[src/video_defs.svh]
`ifndef VIDEO_DEFS_SVH
`define VIDEO_DEFS_SVH

// counter widths and ranges
`define H_WIDTH     9
`define V_WIDTH     9
`define H_START     128
`define H_LAST      511
`define V_START     250
`define V_LAST      511

// line start strobe position
`define HINIT_POS   134

// blanking and sync positions
`define V_BLANK_ON  496
`define V_BLANK_OFF 271
`define VS_ON       507
`define VS_OFF      510
`define HS_ON       178
`define HS_OFF      206

// memory address widths
`define MAP_AW      10
`define ROM_AW      11
`define PAL_AW      4

// pixel ticks from timer to rgb output
`define PIPE_DELAY  16

`endif

[src/video_pkg.sv]
package video_pkg;

    // memory selected by a host write
    typedef enum logic [1:0] {
        TGT_MAP = 2'd0,
        TGT_ROM = 2'd1,
        TGT_PAL = 2'd2
    } host_target_e;

    // fetch phase inside one 8-pixel cell, decoded from h[2:0]
    typedef enum logic [1:0] {
        FETCH_MAP   = 2'd0,
        FETCH_ROM   = 2'd1,
        FETCH_LOAD  = 2'd2,
        FETCH_SHIFT = 2'd3
    } fetch_state_e;

    // one tile map word, bank in the top two bits
    typedef struct packed {
        logic [1:0] bank;
        logic [7:0] code;
    } tile_entry_t;

    // palette index: bank selects a group of four colours
    typedef struct packed {
        logic [1:0] bank;
        logic [1:0] value;
    } pix_index_t;

    // 12-bit colour, red on top
    typedef struct packed {
        logic [3:0] r;
        logic [3:0] g;
        logic [3:0] b;
    } rgb_t;

endpackage

[src/video_timing_if.sv]
`timescale 1ns/1ns

interface video_timing_if;

    // raster position
    logic [8:0] h;
    logic [8:0] v;

    // one-tick strobes at line and frame start
    logic hinit;
    logic vinit;

    // blanking, active low, and object layer blanking
    logic lhbl;
    logic lhbl_obj;
    logic lvbl;

    // sync pulses, active high
    logic hs;
    logic vs;

    // driving stage
    modport source (
        output h, v, hinit, vinit,
        output lhbl, lhbl_obj, lvbl,
        output hs, vs
    );

    // receiving stage
    modport sink (
        input h, v, hinit, vinit,
        input lhbl, lhbl_obj, lvbl,
        input hs, vs
    );

endinterface

[src/palette_out.sv]
`timescale 1ns/1ns
`include "video_defs.svh"

module palette_out (
    input  logic                     clk,
    input  logic                     rst,
    input  logic                     pxl_cen,
    input  logic                     host_we,
    input  video_pkg::host_target_e  host_target,
    input  logic [10:0]              host_addr,
    input  logic [15:0]              host_data,
    video_timing_if.sink             tim_in,
    input  video_pkg::pix_index_t    pix,
    output video_pkg::rgb_t          rgb,
    output logic                     lhbl,
    output logic                     lvbl,
    output logic                     hs,
    output logic                     vs
);

    // 16 colours, four banks of four
    video_pkg::rgb_t pal [0:(1 << `PAL_AW)-1];

    logic            active;
    video_pkg::rgb_t colour;

    // palette writes take the low 12 bits
    always_ff @(posedge clk) begin
        if (host_we && host_target == video_pkg::TGT_PAL) begin
            pal[host_addr[`PAL_AW-1:0]] <= host_data[11:0];
        end
    end

    // both blankings must be off
    assign active = tim_in.lhbl && tim_in.lvbl;

    // asynchronous lookup, a new entry shows on the next tick
    assign colour = pal[pix];

    // output register
    // colour and timing leave together
    always_ff @(posedge clk) begin
        if (rst) begin
            rgb  <= '0;
            lhbl <= 1'b0;
            lvbl <= 1'b0;
            hs   <= 1'b0;
            vs   <= 1'b0;
        end else if (pxl_cen) begin
            // black outside the active area
            rgb  <= active ? colour : '0;
            lhbl <= tim_in.lhbl;
            lvbl <= tim_in.lvbl;
            hs   <= tim_in.hs;
            vs   <= tim_in.vs;
        end
    end

endmodule

[src/flat_wrapper.sv]
// flat-port wrapper written by rule: the top's interface ports become plain ports
module palette_out_flat 
  (clk, rst, pxl_cen, host_we, host_target, host_addr, host_data, pix, rgb, lhbl, lvbl, hs, vs, tim_in_h, tim_in_v, tim_in_hinit, tim_in_vinit, tim_in_lhbl, tim_in_lhbl_obj, tim_in_lvbl, tim_in_hs, tim_in_vs);
  video_timing_if tim_in_i ();
  input  logic clk;
  input  logic rst;
  input  logic pxl_cen;
  input  logic host_we;
  input  video_pkg::host_target_e host_target;
  input  logic [10:0] host_addr;
  input  logic [15:0] host_data;
  input  video_pkg::pix_index_t pix;
  output video_pkg::rgb_t rgb;
  output logic lhbl;
  output logic lvbl;
  output logic hs;
  output logic vs;
  input wire logic [$bits(tim_in_i.h)-1:0] tim_in_h;
  input wire logic [$bits(tim_in_i.v)-1:0] tim_in_v;
  input wire logic [$bits(tim_in_i.hinit)-1:0] tim_in_hinit;
  input wire logic [$bits(tim_in_i.vinit)-1:0] tim_in_vinit;
  input wire logic [$bits(tim_in_i.lhbl)-1:0] tim_in_lhbl;
  input wire logic [$bits(tim_in_i.lhbl_obj)-1:0] tim_in_lhbl_obj;
  input wire logic [$bits(tim_in_i.lvbl)-1:0] tim_in_lvbl;
  input wire logic [$bits(tim_in_i.hs)-1:0] tim_in_hs;
  input wire logic [$bits(tim_in_i.vs)-1:0] tim_in_vs;
  assign tim_in_i.h = tim_in_h;
  assign tim_in_i.v = tim_in_v;
  assign tim_in_i.hinit = tim_in_hinit;
  assign tim_in_i.vinit = tim_in_vinit;
  assign tim_in_i.lhbl = tim_in_lhbl;
  assign tim_in_i.lhbl_obj = tim_in_lhbl_obj;
  assign tim_in_i.lvbl = tim_in_lvbl;
  assign tim_in_i.hs = tim_in_hs;
  assign tim_in_i.vs = tim_in_vs;
  palette_out u_core (.clk(clk), .rst(rst), .pxl_cen(pxl_cen), .host_we(host_we), .host_target(host_target), .host_addr(host_addr), .host_data(host_data), .tim_in(tim_in_i), .pix(pix), .rgb(rgb), .lhbl(lhbl), .lvbl(lvbl), .hs(hs), .vs(vs));
endmodule
[config.mk]
export PLATFORM = sky130hd
export DESIGN_NAME = palette_out_flat
export DESIGN_NICKNAME = d
export VERILOG_FILES = /design/src/video_pkg.sv /design/src/video_timing_if.sv /design/src/palette_out.sv /design/src/flat_wrapper.sv
export VERILOG_INCLUDE_DIRS = /design/src
export SDC_FILE = /design/constraint.sdc
export NUM_CORES = 1
export LEC_CHECK = 0
export BUFFER_PORTS_ARGS = -buffer_cell sky130_fd_sc_hd__buf_2
export CORE_MARGIN = 1
export CORE_UTILIZATION = 50
export DETAILED_ROUTE_END_ITERATION = 8
export PLACE_DENSITY = 0.82
export SKIP_LAST_GASP = 1
export SLEW_MARGIN = 20
export SYNTH_ARGS = -nofsm -noshare
export SYNTH_HDL_FRONTEND = slang
export SYNTH_SLANG_ARGS = --single-unit
[constraint.sdc]
create_clock -name clk -period 2.1 [get_ports clk]
set_input_delay 0.21 -clock clk [delete_from_list [all_inputs] [get_ports clk]]
set_output_delay 0.21 -clock clk [all_outputs]
set_load 0.01 [all_outputs]
Word level (Yosys, flattened, before mapping) --
Memory sizes are Yosys's and may differ from the RTL's. Cells that the tools add are included.
Operators by class: muxes and demuxes 3, reduce and logical (&&, ||, !) cells 2, eq/ne operators 1
Operators with widths (number):
- 12-bit 2-to-1 mux | 1
- 2-bit == test (second input constant) | 1
- 1-bit logical AND | 2
- 1-bit 2-to-1 mux | 2
Word-level totals: word-level logic and storage cells 14, bits in writable memories 192, memories 1, register bits 16, input bits 62
Memories:
- u_core.pal | words 16, bits a word 12, rd ports 1, clocked after memory_dff 0, write ports 1, RTL line palette_out.sv:22 | video_pkg::rgb_t pal [0:(1 << `PAL_AW)-1];

Longest topological paths before layout --
word-level depth 4, gate-level depth with buffers 7, gate-level depth less buffers 4

Worst setup path before layout --
No wires, ideal clock.
path type input port to flip-flop, start point input host_target[0], end point memory u_core.pal[2][0] in the netlist's numbering (enable), setup slack -0.030 ns, data arrival time 1.734 ns, stages 3, required time 1.704 ns, library setup time 0.396 ns, cell sequence nand3b_1 > or3b_2 > nor3_1
On the way: word-level cells in the longest chain between the ends 4
RTL lines:
- start: declaration | RTL line flat_wrapper.sv:9 | input video_pkg::host_target_e host_target;
- 2-bit == test | RTL line palette_out.sv:29 | if (host_we && host_target == video_pkg::TGT_PAL) begin
- 1-bit logical AND | RTL line palette_out.sv:29
- 1-bit 2-to-1 mux | RTL line palette_out.sv:29
- 1-bit 2-to-1 mux | RTL line palette_out.sv:30 | pal[host_addr[`PAL_AW-1:0]] <= host_data[11:0];
- end: declaration | RTL line palette_out.sv:22
Every way passes these cells.

Worst setup path in the final report --
start point memory u_core.pal[15][4] in the netlist's numbering, end point register, netlist name u_core.rgb[4]
On the way: word-level cells in the longest chain between the ends 2
RTL lines:
- memory 16 x 12 bit
- 12-bit 2-to-1 mux | RTL line palette_out.sv:51 | rgb <= active ? colour : '0;
Every way passes these cells. A chain may end at the register's enable or synchronous reset.

==> run_results.csv <==
group,metric,value,unit
outcome,status,"complete, no violations",
placed_design,cell_count_post_placement,659,
sta,rsz0062_at_grt,"false",
setup_path,worstSetupEndpointType,"flop",
detailed_routing,via_count,4167,
detailed_routing,drcViolationCount,0,
global_routing,grt.total_usage,21.4,%
logic_synthesis,synth.net_count,448,
sta,skew,0.00624,ns
logic_synthesis,cell_area_after_technology_mapping,7940,µm²
logic_synthesis,synth.distinct_cells,26,
sta,timing.setup.tns,0,ns
layout,nets,539,
layout,multi_input_area,1760,µm²
clock_tree,clk_pin_slew_worst_paths,0.06,ns
run,drv_cap,0,
layout,drive_gt1_share,34.9,%
sta,tmin_final,1.52,ns
floorplanning,overall_die_area,16400,µm²
detailed_routing,detail-route-antenna-nets,0,
logic_synthesis,ys_seq_elements,208,
floorplanning,die_height,128,µm
logic_synthesis,synthesis.area_per_instance,20.6,µm²
global_routing,grt_start_max_net_pins,21,
setup_path,critical-path-max-stage-delay,0.48,ns
clock_tree,cts.repair_timing.setup_buffer_count,0,
floorplanning,floorplan.rows,45,
clock_tree,cts.htree.levels,1,
clock_tree,number_of_hold_buffers_added_after_cts,5,
setup_path,critical_path_peak_fanout,1,
clock_tree,tritoncts_num_sinks,208,
setup_path,crit_required,2.48,ns
layout,finalNonFillerCells,704,
logic_synthesis,netlist_instances,386,
detailed_routing,drt_first_iter_violations,436,
placed_design,place.port_buffers,45,
sta,setup_ws,0.581,ns
clock_tree,insertion_delay,0.49,ns
clock_tree,cts_root_buffer,"clkbuf_16",
pwr,cell_area_power_density,918,nW/µm²
worst_hold_path,worst_hold_startpoint,"tim_in_lvbl",
setup_path,critical_path.cell_chain,"mux4_2 -> mux2_2 -> a22oi_1 -> nand2_1",
floorplanning,initial_utilization,51.6,%
detailed_routing,drt-vias-per-instance,5.92,
global_routing,grt_remaining_overflow,0,
sta,worst-slew-pin-transition,0.476,ns
placed_design,dp_worst_setup_slack,0.261,ns
layout,final_core_util,61.1,%
global_routing,grt_pass1_wl,25100,µm
worst_hold_path,hp-class,"in -> reg",
placed_design,final_weighted_congestion_in_routability_driven_placement,0.759,
setup_path,startpoint_of_the_worst_register_to_register_path,"u_core.pal[15][4]",
floorplanning,die_w,128,µm
placed_design,place.detailed.hpwl,9870,µm
logic_synthesis,synth_sequential_area_ratio,76.7,%
clock_tree,ctsLongestPathBuffers,3,
floorplanning,floorplan.core_area,15400,µm²
sta,final-max-slew-violation-count,0,
sta,final_min_period_over_clock_period,72.3,%
floorplanning,num_io_pins,78,
clock_tree,numCtsBuffers,22,
setup_path,crit_arrival,1.89,ns
sta,fmax,658,MHz
setup_path,critical_path.slowest_cell,"mux4_2",
clock_tree,tritoncts_clock_tree,"done",
logic_synthesis,yosysWarningCount,0,
layout,fillerInstances,1031,
placed_design,placement.cell_area,8640,µm²
pwr,totalPowerFinal,8.62,mW
setup_path,worst_setup_path_class,"reg -> reg",
layout,sequential_standard_cell_area,6090,µm²
global_routing,grt_pass1_vias,4317,
layout,area.growth.synth_to_final,18.3,%
detailed_routing,drt_pre_antenna_iters,5,
detailed_routing,routedWlPerCell,23.5,µm
pwr,worst_voltage_drop_across_the_vdd_grid,628,µV
pwr,power_leakage,3.24,nW
layout,stdcell_area,9390,µm²
sta,max-slew-margin-rel,68.2,%
global_routing,grt_antenna_before_repair,0,
sta,finalHoldWorstSlack,0.00208,ns
sta,hold_viol,0,
sta,setup_violating_endpoint_count_in_the_final_report,0,
clock_tree,post_cts_repair_resize_count,0,
setup_path,worst_setup_path_start_kind,"flop",
detailed_routing,drt-total-wl,16600,µm
layout,diodes,0,
setup_path,worst_setup_path_startpoint,"u_core.pal[15][4]",
## worst max-delay path: cells and delay by family (launching register included)
| kind | cells | cell delay, ns |
|---|---|---|
| flops | 1 | 0.36 |
| simple gates | 1 | 0.09 |
| compound gates | 1 | 0.18 |
| mux | 2 | 0.77 |
## power breakdown
| part | switching [mW] | internal (mW) |
|---|---|---|
| Combinational | 0.216 | 0.180 |
| Sequential | 0.0130 | 4.56 |
| Clock | 1.46 | 2.19 |
| Total | 1.69 | 6.93 |
## sequential cells by signal (all words and copies together), names as in the netlist
| register | flops |
|---|---|
| u_core.hs | 1 |
| u_core.lvbl | 1 |
| u_core.pal | 192 |
| u_core.rgb | 12 |
| u_core.vs | 1 |
| u_core.lhbl | 1 |
## metal layers
metal	vias up	GRT usage, %	part of all wire [%]
li1	1769	-	-
met2	219	35.5	50
met5	-	0	0
met1	2140	29.1	39
met4	0	7.54	2.8
met3	39	3.21	7.8
## kinds of logic (layout without fill, tap and decap cells)
logic type,count (synthesis),count (layout),synth area share [%]
flops,208,208,76.7
compound gates,35,35,3.41
buf+inv,19,126,1.50
simple gates,49,49,2.92
mux,75,75,15.5
## worst paths after layout
check                   to  slack (ns)  cells past startpoint
max reg2reg  u_core.rgb[4]        0.58                      4
min            u_core.lvbl       0.002                      3
min reg2reg    u_core.lhbl        0.49                      2
max          u_core.rgb[4]        0.58                      4
## Yosys cell counts
| cell type | count | area share [%] |
|---|---|---|
| mux4_2 | 37 | 10 |
| nor4b_1 | 1 | 0.11 |
| buf_2 | 5 | 0.32 |
| buf_6 | 5 | 0.71 |
| edfxtp_1 | 192 | 73 |
| nor2b_1 | 2 | 0.16 |
| o211ai_1 | 11 | 1.0 |
| nand2b_1 | 3 | 0.24 |
| a22oi_2 | 2 | 0.32 |
| nand2_1 | 16 | 0.76 |
| nor3_1 | 4 | 0.25 |
| and4bb_2 | 1 | 0.16 |
| nand3b_1 | 1 | 0.095 |
| a22oi_1 | 21 | 2.0 |
| nor2_1 | 17 | 0.80 |
| nand4_1 | 1 | 0.079 |
| dfxtp_1 | 16 | 4.0 |
| mux2i_1 | 25 | 3.2 |
| buf_1 | 2 | 0.095 |
| or3b_2 | 1 | 0.11 |
| and2_1 | 1 | 0.079 |
| clkbuf_1 | 6 | 0.28 |
| a21oi_1 | 1 | 0.063 |
| mux2_2 | 13 | 1.8 |
| buf_4 | 1 | 0.095 |
| or3_1 | 1 | 0.079 |
## layout by cell type (no fill, tap or decap), types with 11 or more instances in the layout
master / n
dfxtp_1: 16
mux2i_1: 25
mux2_2: 13
nor2_1: 17
clkbuf_16: 23
buf_4: 34
buf_2: 44
mux4_2: 37
a22oi_1: 21
edfxtp_1: 192
nand2_1: 16
o211ai_1: 11
## area by class of cell
class | count | share of cell area [%]
Clock buffer | 30 | 6.62
Multi-Input combinational cell | 159 | 18.7
Clock inverter | 10 | 0.786
Sequential cell | 208 | 64.8
Tap cell | 211 | 2.81
Timing Repair Buffer | 86 | 6.24
No activity file was read; power rests on OpenSTA's default activity.
