**config.mk**
```make
export PLATFORM = sky130hd
export DESIGN_NAME = video_timer_flat
export DESIGN_NICKNAME = d
export VERILOG_FILES = /design/src/video_timing_if.sv /design/src/video_timer.sv /design/src/flat_wrapper.sv
export VERILOG_INCLUDE_DIRS = /design/src
export SDC_FILE = /design/constraint.sdc
export NUM_CORES = 1
export LEC_CHECK = 0
export BUFFER_PORTS_ARGS = -buffer_cell sky130_fd_sc_hd__buf_4
export CAP_MARGIN = 20
export CORE_MARGIN = 2
export CORE_UTILIZATION = 47
export DETAILED_ROUTE_END_ITERATION = 8
export PLACE_DENSITY = 0.8
export SKIP_CTS_REPAIR_TIMING = 1
export SLEW_MARGIN = 0
export SYNTH_ARGS = -nofsm -noshare
export SYNTH_HDL_FRONTEND = slang
export SYNTH_SLANG_ARGS = --single-unit
```
**constraint.sdc**
```tcl
create_clock -name clk -period 1.93 [get_ports clk]
set_input_delay 0.0965 -clock clk [delete_from_list [all_inputs] [get_ports clk]]
set_output_delay 0.0965 -clock clk [all_outputs]
set_load 0.05 [all_outputs]
```
**src/video_defs.svh**
```systemverilog
`ifndef VIDEO_DEFS_SVH
`define VIDEO_DEFS_SVH

// counter widths and ranges
`define H_WIDTH     9
`define V_WIDTH     9
`define H_START     128
`define H_LAST      511
`define V_START     250
`define V_LAST      511

// line start strobe position
`define HINIT_POS   134

// blanking and sync positions
`define V_BLANK_ON  496
`define V_BLANK_OFF 271
`define VS_ON       507
`define VS_OFF      510
`define HS_ON       178
`define HS_OFF      206

// memory address widths
`define MAP_AW      10
`define ROM_AW      11
`define PAL_AW      4

// pixel ticks from timer to rgb output
`define PIPE_DELAY  16

`endif

```
**src/video_timing_if.sv**
```systemverilog
`timescale 1ns/1ns

interface video_timing_if;

    // raster position
    logic [8:0] h;
    logic [8:0] v;

    // one-tick strobes at line and frame start
    logic hinit;
    logic vinit;

    // blanking, active low, and object layer blanking
    logic lhbl;
    logic lhbl_obj;
    logic lvbl;

    // sync pulses, active high
    logic hs;
    logic vs;

    // driving stage
    modport source (
        output h, v, hinit, vinit,
        output lhbl, lhbl_obj, lvbl,
        output hs, vs
    );

    // receiving stage
    modport sink (
        input h, v, hinit, vinit,
        input lhbl, lhbl_obj, lvbl,
        input hs, vs
    );

endinterface

```
**src/video_timer.sv**
```systemverilog
`timescale 1ns/1ns
`include "video_defs.svh"

module video_timer #(
    // object blanking advance in pixels
    parameter int obj_offset = 3
) (
    input  logic           clk,
    input  logic           rst,
    input  logic           pxl_cen,
    video_timing_if.source tim
);

    localparam logic [`H_WIDTH-1:0] H_START     = `H_START;
    localparam logic [`H_WIDTH-1:0] H_LAST      = `H_LAST;
    localparam logic [`H_WIDTH-1:0] HINIT_POS   = `HINIT_POS;
    localparam logic [`H_WIDTH-1:0] HS_ON       = `HS_ON;
    localparam logic [`H_WIDTH-1:0] HS_OFF      = `HS_OFF;
    localparam logic [`V_WIDTH-1:0] V_START     = `V_START;
    localparam logic [`V_WIDTH-1:0] V_LAST      = `V_LAST;
    localparam logic [`V_WIDTH-1:0] V_BLANK_ON  = `V_BLANK_ON;
    localparam logic [`V_WIDTH-1:0] V_BLANK_OFF = `V_BLANK_OFF;
    localparam logic [`V_WIDTH-1:0] VS_ON       = `VS_ON;
    localparam logic [`V_WIDTH-1:0] VS_OFF      = `VS_OFF;

    // char layer blanking edges, both on cell ends
    localparam int LHBL_FALL = `H_START + 7;
    localparam int LHBL_RISE = (1 << (`H_WIDTH - 1)) + 7;

    // object blanking runs obj_offset pixels ahead
    localparam int OBJ_RISE = LHBL_RISE - obj_offset;
    localparam int OBJ_FALL_RAW = LHBL_FALL - obj_offset;
    // fall before line start wraps to the top of the line
    localparam int OBJ_FALL = (OBJ_FALL_RAW < `H_START) ?
        OBJ_FALL_RAW + (`H_LAST + 1 - `H_START) : OBJ_FALL_RAW;
    localparam logic [`H_WIDTH-1:0] OBJ_RISE_H = OBJ_RISE[`H_WIDTH-1:0];
    localparam logic [`H_WIDTH-1:0] OBJ_FALL_H = OBJ_FALL[`H_WIDTH-1:0];

    logic cell_end;

    // last pixel of an 8-pixel cell
    assign cell_end = &tim.h[2:0];

    // h/v counters and start strobes
    always_ff @(posedge clk) begin
        if (rst) begin
            tim.h     <= H_START;
            tim.v     <= V_START;
            tim.hinit <= 1'b0;
            tim.vinit <= 1'b1;
        end else if (pxl_cen) begin
            tim.hinit <= tim.h == HINIT_POS;
            if (tim.h == H_LAST) begin
                tim.h     <= H_START;
                // new frame after the last line
                tim.vinit <= tim.v == V_LAST;
                tim.v     <= (tim.v == V_LAST) ? V_START : tim.v + 1'b1;
            end else begin
                tim.h <= tim.h + 1'b1;
            end
        end
    end

    // blanking and sync
    always_ff @(posedge clk) begin
        if (rst) begin
            tim.lhbl     <= 1'b0;
            tim.lhbl_obj <= 1'b0;
            tim.lvbl     <= 1'b0;
            tim.hs       <= 1'b0;
            tim.vs       <= 1'b0;
        end else if (pxl_cen) begin
            if (tim.h == OBJ_RISE_H) tim.lhbl_obj <= 1'b1;
            if (tim.h == OBJ_FALL_H) tim.lhbl_obj <= 1'b0;
            if (cell_end) begin
                // active while h is in the upper half
                tim.lhbl <= tim.h[`H_WIDTH-1];
                if (tim.v == V_BLANK_ON) tim.lvbl <= 1'b0;
                if (tim.v == V_BLANK_OFF) tim.lvbl <= 1'b1;
                if (tim.v == VS_ON) tim.vs <= 1'b1;
                if (tim.v == VS_OFF) tim.vs <= 1'b0;
            end
            if (tim.h == HS_ON) tim.hs <= 1'b1;
            if (tim.h == HS_OFF) tim.hs <= 1'b0;
        end
    end

endmodule

```
**src/flat_wrapper.sv**
```systemverilog
// flat-port wrapper written by rule: the top's interface ports become plain ports
module video_timer_flat 
#(
                                        
    parameter int obj_offset = 3
)
  (clk, rst, pxl_cen, tim_h, tim_v, tim_hinit, tim_vinit, tim_lhbl, tim_lhbl_obj, tim_lvbl, tim_hs, tim_vs);
  video_timing_if tim_i ();
  input  logic clk;
  input  logic rst;
  input  logic pxl_cen;
  output wire logic [$bits(tim_i.h)-1:0] tim_h;
  output wire logic [$bits(tim_i.v)-1:0] tim_v;
  output wire logic [$bits(tim_i.hinit)-1:0] tim_hinit;
  output wire logic [$bits(tim_i.vinit)-1:0] tim_vinit;
  output wire logic [$bits(tim_i.lhbl)-1:0] tim_lhbl;
  output wire logic [$bits(tim_i.lhbl_obj)-1:0] tim_lhbl_obj;
  output wire logic [$bits(tim_i.lvbl)-1:0] tim_lvbl;
  output wire logic [$bits(tim_i.hs)-1:0] tim_hs;
  output wire logic [$bits(tim_i.vs)-1:0] tim_vs;
  assign tim_h = tim_i.h;
  assign tim_v = tim_i.v;
  assign tim_hinit = tim_i.hinit;
  assign tim_vinit = tim_i.vinit;
  assign tim_lhbl = tim_i.lhbl;
  assign tim_lhbl_obj = tim_i.lhbl_obj;
  assign tim_lvbl = tim_i.lvbl;
  assign tim_hs = tim_i.hs;
  assign tim_vs = tim_i.vs;
  video_timer #(.obj_offset(obj_offset)) u_core (.clk(clk), .rst(rst), .pxl_cen(pxl_cen), .tim(tim_i));
endmodule
```
# [Word level (Yosys, flattened, before mapping)]
# Cells that the tools add are included.
[totals] reg_bits=25 in_bits=3 out_inout_bits=25 elab_cells=42
[classes] addsub=2 n_eq_ne=11 muxes=10 reduce_logical=10
[op_table] cell="$eq 9x9->1 const B" count=7
[op_table] cell="$eq 9x8->1 const B" count=4
[op_table] cell="$add 9x1->9 const B" count=2
[op_table] cell="$mux 9" count=2
[op_table] cell="$reduce_and 5->1" count=2
[op_table] cell="$mux 1" count=8
[op_table] cell="$reduce_bool 2->1" count=4
[op_table] cell="$reduce_and 2->1" count=3
[op_table] cell="$reduce_and 4->1" count=1

# [Logic depth before layout (Yosys ltp)]
[depth] word_depth=3 mapped_depth=8

# [Worst setup path before layout]
# OpenSTA, ideal clock, no wires.
[synth_path] path_kind="register to register" start="reg u_core.tim.h[1]" end="reg u_core.tim.v[5]" setup_ns=0.127 t_arrival_ns=2.254 t_required_ns=1.803 slack_ns=-0.451 path_stages_with_launch=9 period_less_slack_ns=2.381 path_cell_list="dfxtp_1 ha_1 nand3_1 nor2_1 ha_1 buf_2 nand4_1 o31a_2 or3_1"
[synth_via] elab_chain_len=2
[synth_lines] item="from (decl)" line="video_timing_if.sv:24" rtl="output h, v, hinit, vinit,"
[synth_lines] item="from (signal assigned)" line="video_timer.sv:59" rtl="tim.h <= tim.h + 1'b1;"
[synth_lines] item="$eq 9x9->1" line="video_timer.sv:53" rtl="if (tim.h == H_LAST) begin"
[synth_lines] item="$reduce_and 2->1 (no source line)"
[synth_lines] item="to (signal assigned)" line="video_timer.sv:57" rtl="tim.v <= (tim.v == V_LAST) ? V_START : tim.v + 1'b1;"
[synth_lines] item="to (decl)" line="video_timing_if.sv:24"
# No other way between the ends.
# A chain may end at the register's enable or synchronous reset.

# [Worst setup path in the final report]
[layout_path] start="reg u_core.tim.h[0]" end="reg u_core.tim.v[7]"
# Same word-level chain as after synthesis.

==> impl_metrics.ini <==
[power]
ir_drop_mv = 0.355
switching_share_pct = 24.9
p_switching_mw = 0.205
seq_power_share_pct = 63.3
power_frac_comb_pct = 8.3
p_per_area_nw_per_um2 = 519
clockPowerShare_pct = 28.4
internal_power_mw = 0.620
leakage_nw = 0.652

[final_layout]
diodes = 0
multi_input_area_um2 = 719
design_area_um2 = 1590
nets = 189
seq_area_um2 = 528
nFillCells = 224
drive_above_1_share_pct = 28.8
areaGrowthSynthToFinish_pct = 24.9

[routing]
drt_iter0_drc = 19
drt-vias-per-instance = 5.78
wl_mm = 2.79
wl_per_cell_um = 13.5
via_count = 1196
drc_errors = 0
ant_nets = 0
dr.pass1.iters = 4

[die]
pin_count = 28
dieArea_um2 = 3140
die_y_um = 56.0
fp-row-count = 18
die_w_um = 56.0
initial_utilization_pct = 50.4
core_um2 = 2520

[place]
gp_congestion = 0.880
port_buffers = 27
place_hpwl_mm = 2.10
dpl-instance-area_um2 = 1560

[setup_path]
worstPathArrival_ns = 2.04
crit_required_ns = 2.20
path_class = flop to flop
critPathLaunchType = flop
rr_endpoint = u_core.tim.v[7]
rr_worst_depth = 8
r2r_slack_ns = 0.16
worstReg2RegStart = u_core.tim.h[0]
endpoint_kind = flop
worst-path-max-fanout = 5

[timing]
slew_viol_final = 0
finalCritPeriodShare_pct = 91.9
setup_violations = 0
fmaxAchievable_ghz = 0.564
hold_viol = 0
tightestPinTransition_ns = 0.324
slew_headroom_pct = 78.2
rsz0062_at_grt = no
fin_crit_ns = 1.77
worst_hold_slack_ns = 0.0426
finalClockSkew_ns = 0.00859
finalSetupTns_ns = 0

[clock_tree]
htreeDepth = 1
cts_buffer_depth = 2
root_buffer = clkbuf_4
clock_sinks = 25
insertion_delay_ns = 0.31
clk_pin_slew_worst_paths_ns = 0.14
cts_tree = built
cts_inserted_buffers = 3

[logic_synthesis]
synthTopCellsByArea = dfxtp_1, ha_1, nand3_1
synth_area_leader_cell = dfxtp_1
syn_area_um2 = 1270
synth_warnings = 0
syn_inst = 146
synth_nets = 157
synth_seq_cells = 25
syn_area_per_cell_um2 = 8.71
ys_types = 36
seq_area_frac_synth_pct = 39.4
synth_top_area_share_pct = 39.4

[global_routing]
antenna_found_initial = 0
grt_max_degree = 20
grt_pass1_wl_mm = 4.78
grt_pass1_vias = 1083
grt_overflow = 0
grt_usage_pct = 18.3

[hold_path]
holdPathStages = 2
hp-class = input pin to flop
hp-start = rst
holdPathEnd = u_core.tim.hinit

[run_status]
outcome = finished clean

[run]
cap_viol_max_count = 0
[layer usage]
| metal | global-route usage (%) | routed length (µm) | up-vias |
|---|---|---|---|
| li1 | - | - | 596 |
| met1 | 24.4 | 1310 | 564 |
| met5 | 0 | 0 | - |
| met2 | 31.3 | 1340 | 34 |
| met4 | 4.42 | 15 | 0 |
| met3 | 2.33 | 121 | 2 |
[cells by family (layout without fill, tap and decap cells)]
group	after synthesis	count (layout)	synth area share, %
mux	2	2	1.57
buf+inv	14	45	5.22
compound gates	24	24	12.1
simple gates	67	67	29.7
xor+xnor	6	6	4.13
fa+ha+maj	8	8	7.87
flops	25	25	39.4
[per-stage QoR]
stage                     cells  setup slack [ns]  power [mW]  util (%)
after floorplan             146           -0.0417       0.581         -
after global placement      203             0.202       0.599      61.7
after detailed placement    203             0.148       0.602      61.7
after CTS                   207             0.117       0.837      62.8
after global routing        207           0.00679       0.869      62.9
final                       207             0.157       0.825      62.9
[worst max-delay path by stage]
stage	slack, ns	end	start	cells after the start
floorplan	-0.04	u_core.tim.v[5]	u_core.tim.h[0]	8
global placement	0.20	u_core.tim.v[5]	u_core.tim.h[0]	7
detailed placement	0.15	u_core.tim.v[7]	u_core.tim.h[0]	8
CTS	0.12	u_core.tim.v[7]	u_core.tim.h[0]	8
global route	0.007	u_core.tim.v[7]	u_core.tim.h[0]	8
finish	0.16	u_core.tim.v[7]	u_core.tim.h[0]	8
[placed cells by master (no fill, tap or decap), drive strengths merged, types with 3 or more instances in the layout]
| master | count |
|---|---|
| a21oi | 6 |
| buf | 32 |
| clkbuf | 3 |
| dfxtp | 25 |
| ha | 8 |
| inv | 10 |
| nand2 | 10 |
| nand2b | 5 |
| nand3 | 9 |
| nand4 | 8 |
| nor2 | 12 |
| nor3 | 4 |
| o21ai | 7 |
| or3 | 4 |
| or4 | 5 |
| xnor2 | 3 |
| xor2 | 3 |
[worst max-delay path, cell delays in order (launching register included)]
cell	delay, ns
dfxtp_4	0.41
ha_4	0.16
nand3_1	0.07
nor2_1	0.10
ha_2	0.22
nand4_1	0.12
buf_4	0.18
or4_1	0.39
nand3_1	0.09
[layout make-up]
cell class,instances,area share [%]
clock buffer,3,1.42
clock inverter,1,0.394
timing repair buffer,32,15.1
tap,30,2.36
inverter,9,2.13
multi-input combinational,107,45.3
sequential,25,33.3
[flip-flops by register name, indices dropped and copies added (netlist names)]
name and flops:
u_core.tim.h 9, u_core.tim.v 9, u_core.tim.hinit 1, u_core.tim.hs 1, u_core.tim.lhbl 1, u_core.tim.lhbl_obj 1
u_core.tim.lvbl 1, u_core.tim.vinit 1, u_core.tim.vs 1
[synth_stat cells]
cell type	n
buf_4	1
and4bb_2	1
o31ai_1	2
or3b_1	1
nor3b_1	1
o21ai_0	7
dfxtp_1	25
a31o_2	2
clkbuf_1	1
or4_1	5
xor2_1	3
and3b_1	2
inv_1	9
nor2_1	12
ha_1	8
nand2_1	10
nand2b_1	5
a41oi_1	1
a31oi_1	2
nand4_2	1
nor4_1	2
nor3_1	4
buf_6	1
a41o_1	1
buf_2	2
nand3_1	9
nor2b_1	1
a211oi_1	1
mux2i_1	2
xnor2_1	3
or3_1	4
nand3b_1	2
o31a_2	1
a21oi_1	6
nand4_1	7
o21bai_1	1
[power groups by stage]
| stage | sequential (mW) | combinational [mW] | clock [mW] |
|---|---|---|---|
| 6_report | 0.522 | 0.0686 | 0.234 |
| 5_1_grt | 0.524 | 0.0741 | 0.271 |
| 4_1_cts | 0.523 | 0.0680 | 0.246 |
| 3_5_place_dp | 0.534 | 0.0676 | 0 |
| 3_3_place_gp | 0.533 | 0.0663 | 0 |
| 2_1_floorplan | 0.547 | 0.0338 | 0 |
No activity file was read; power rests on OpenSTA's default activity.
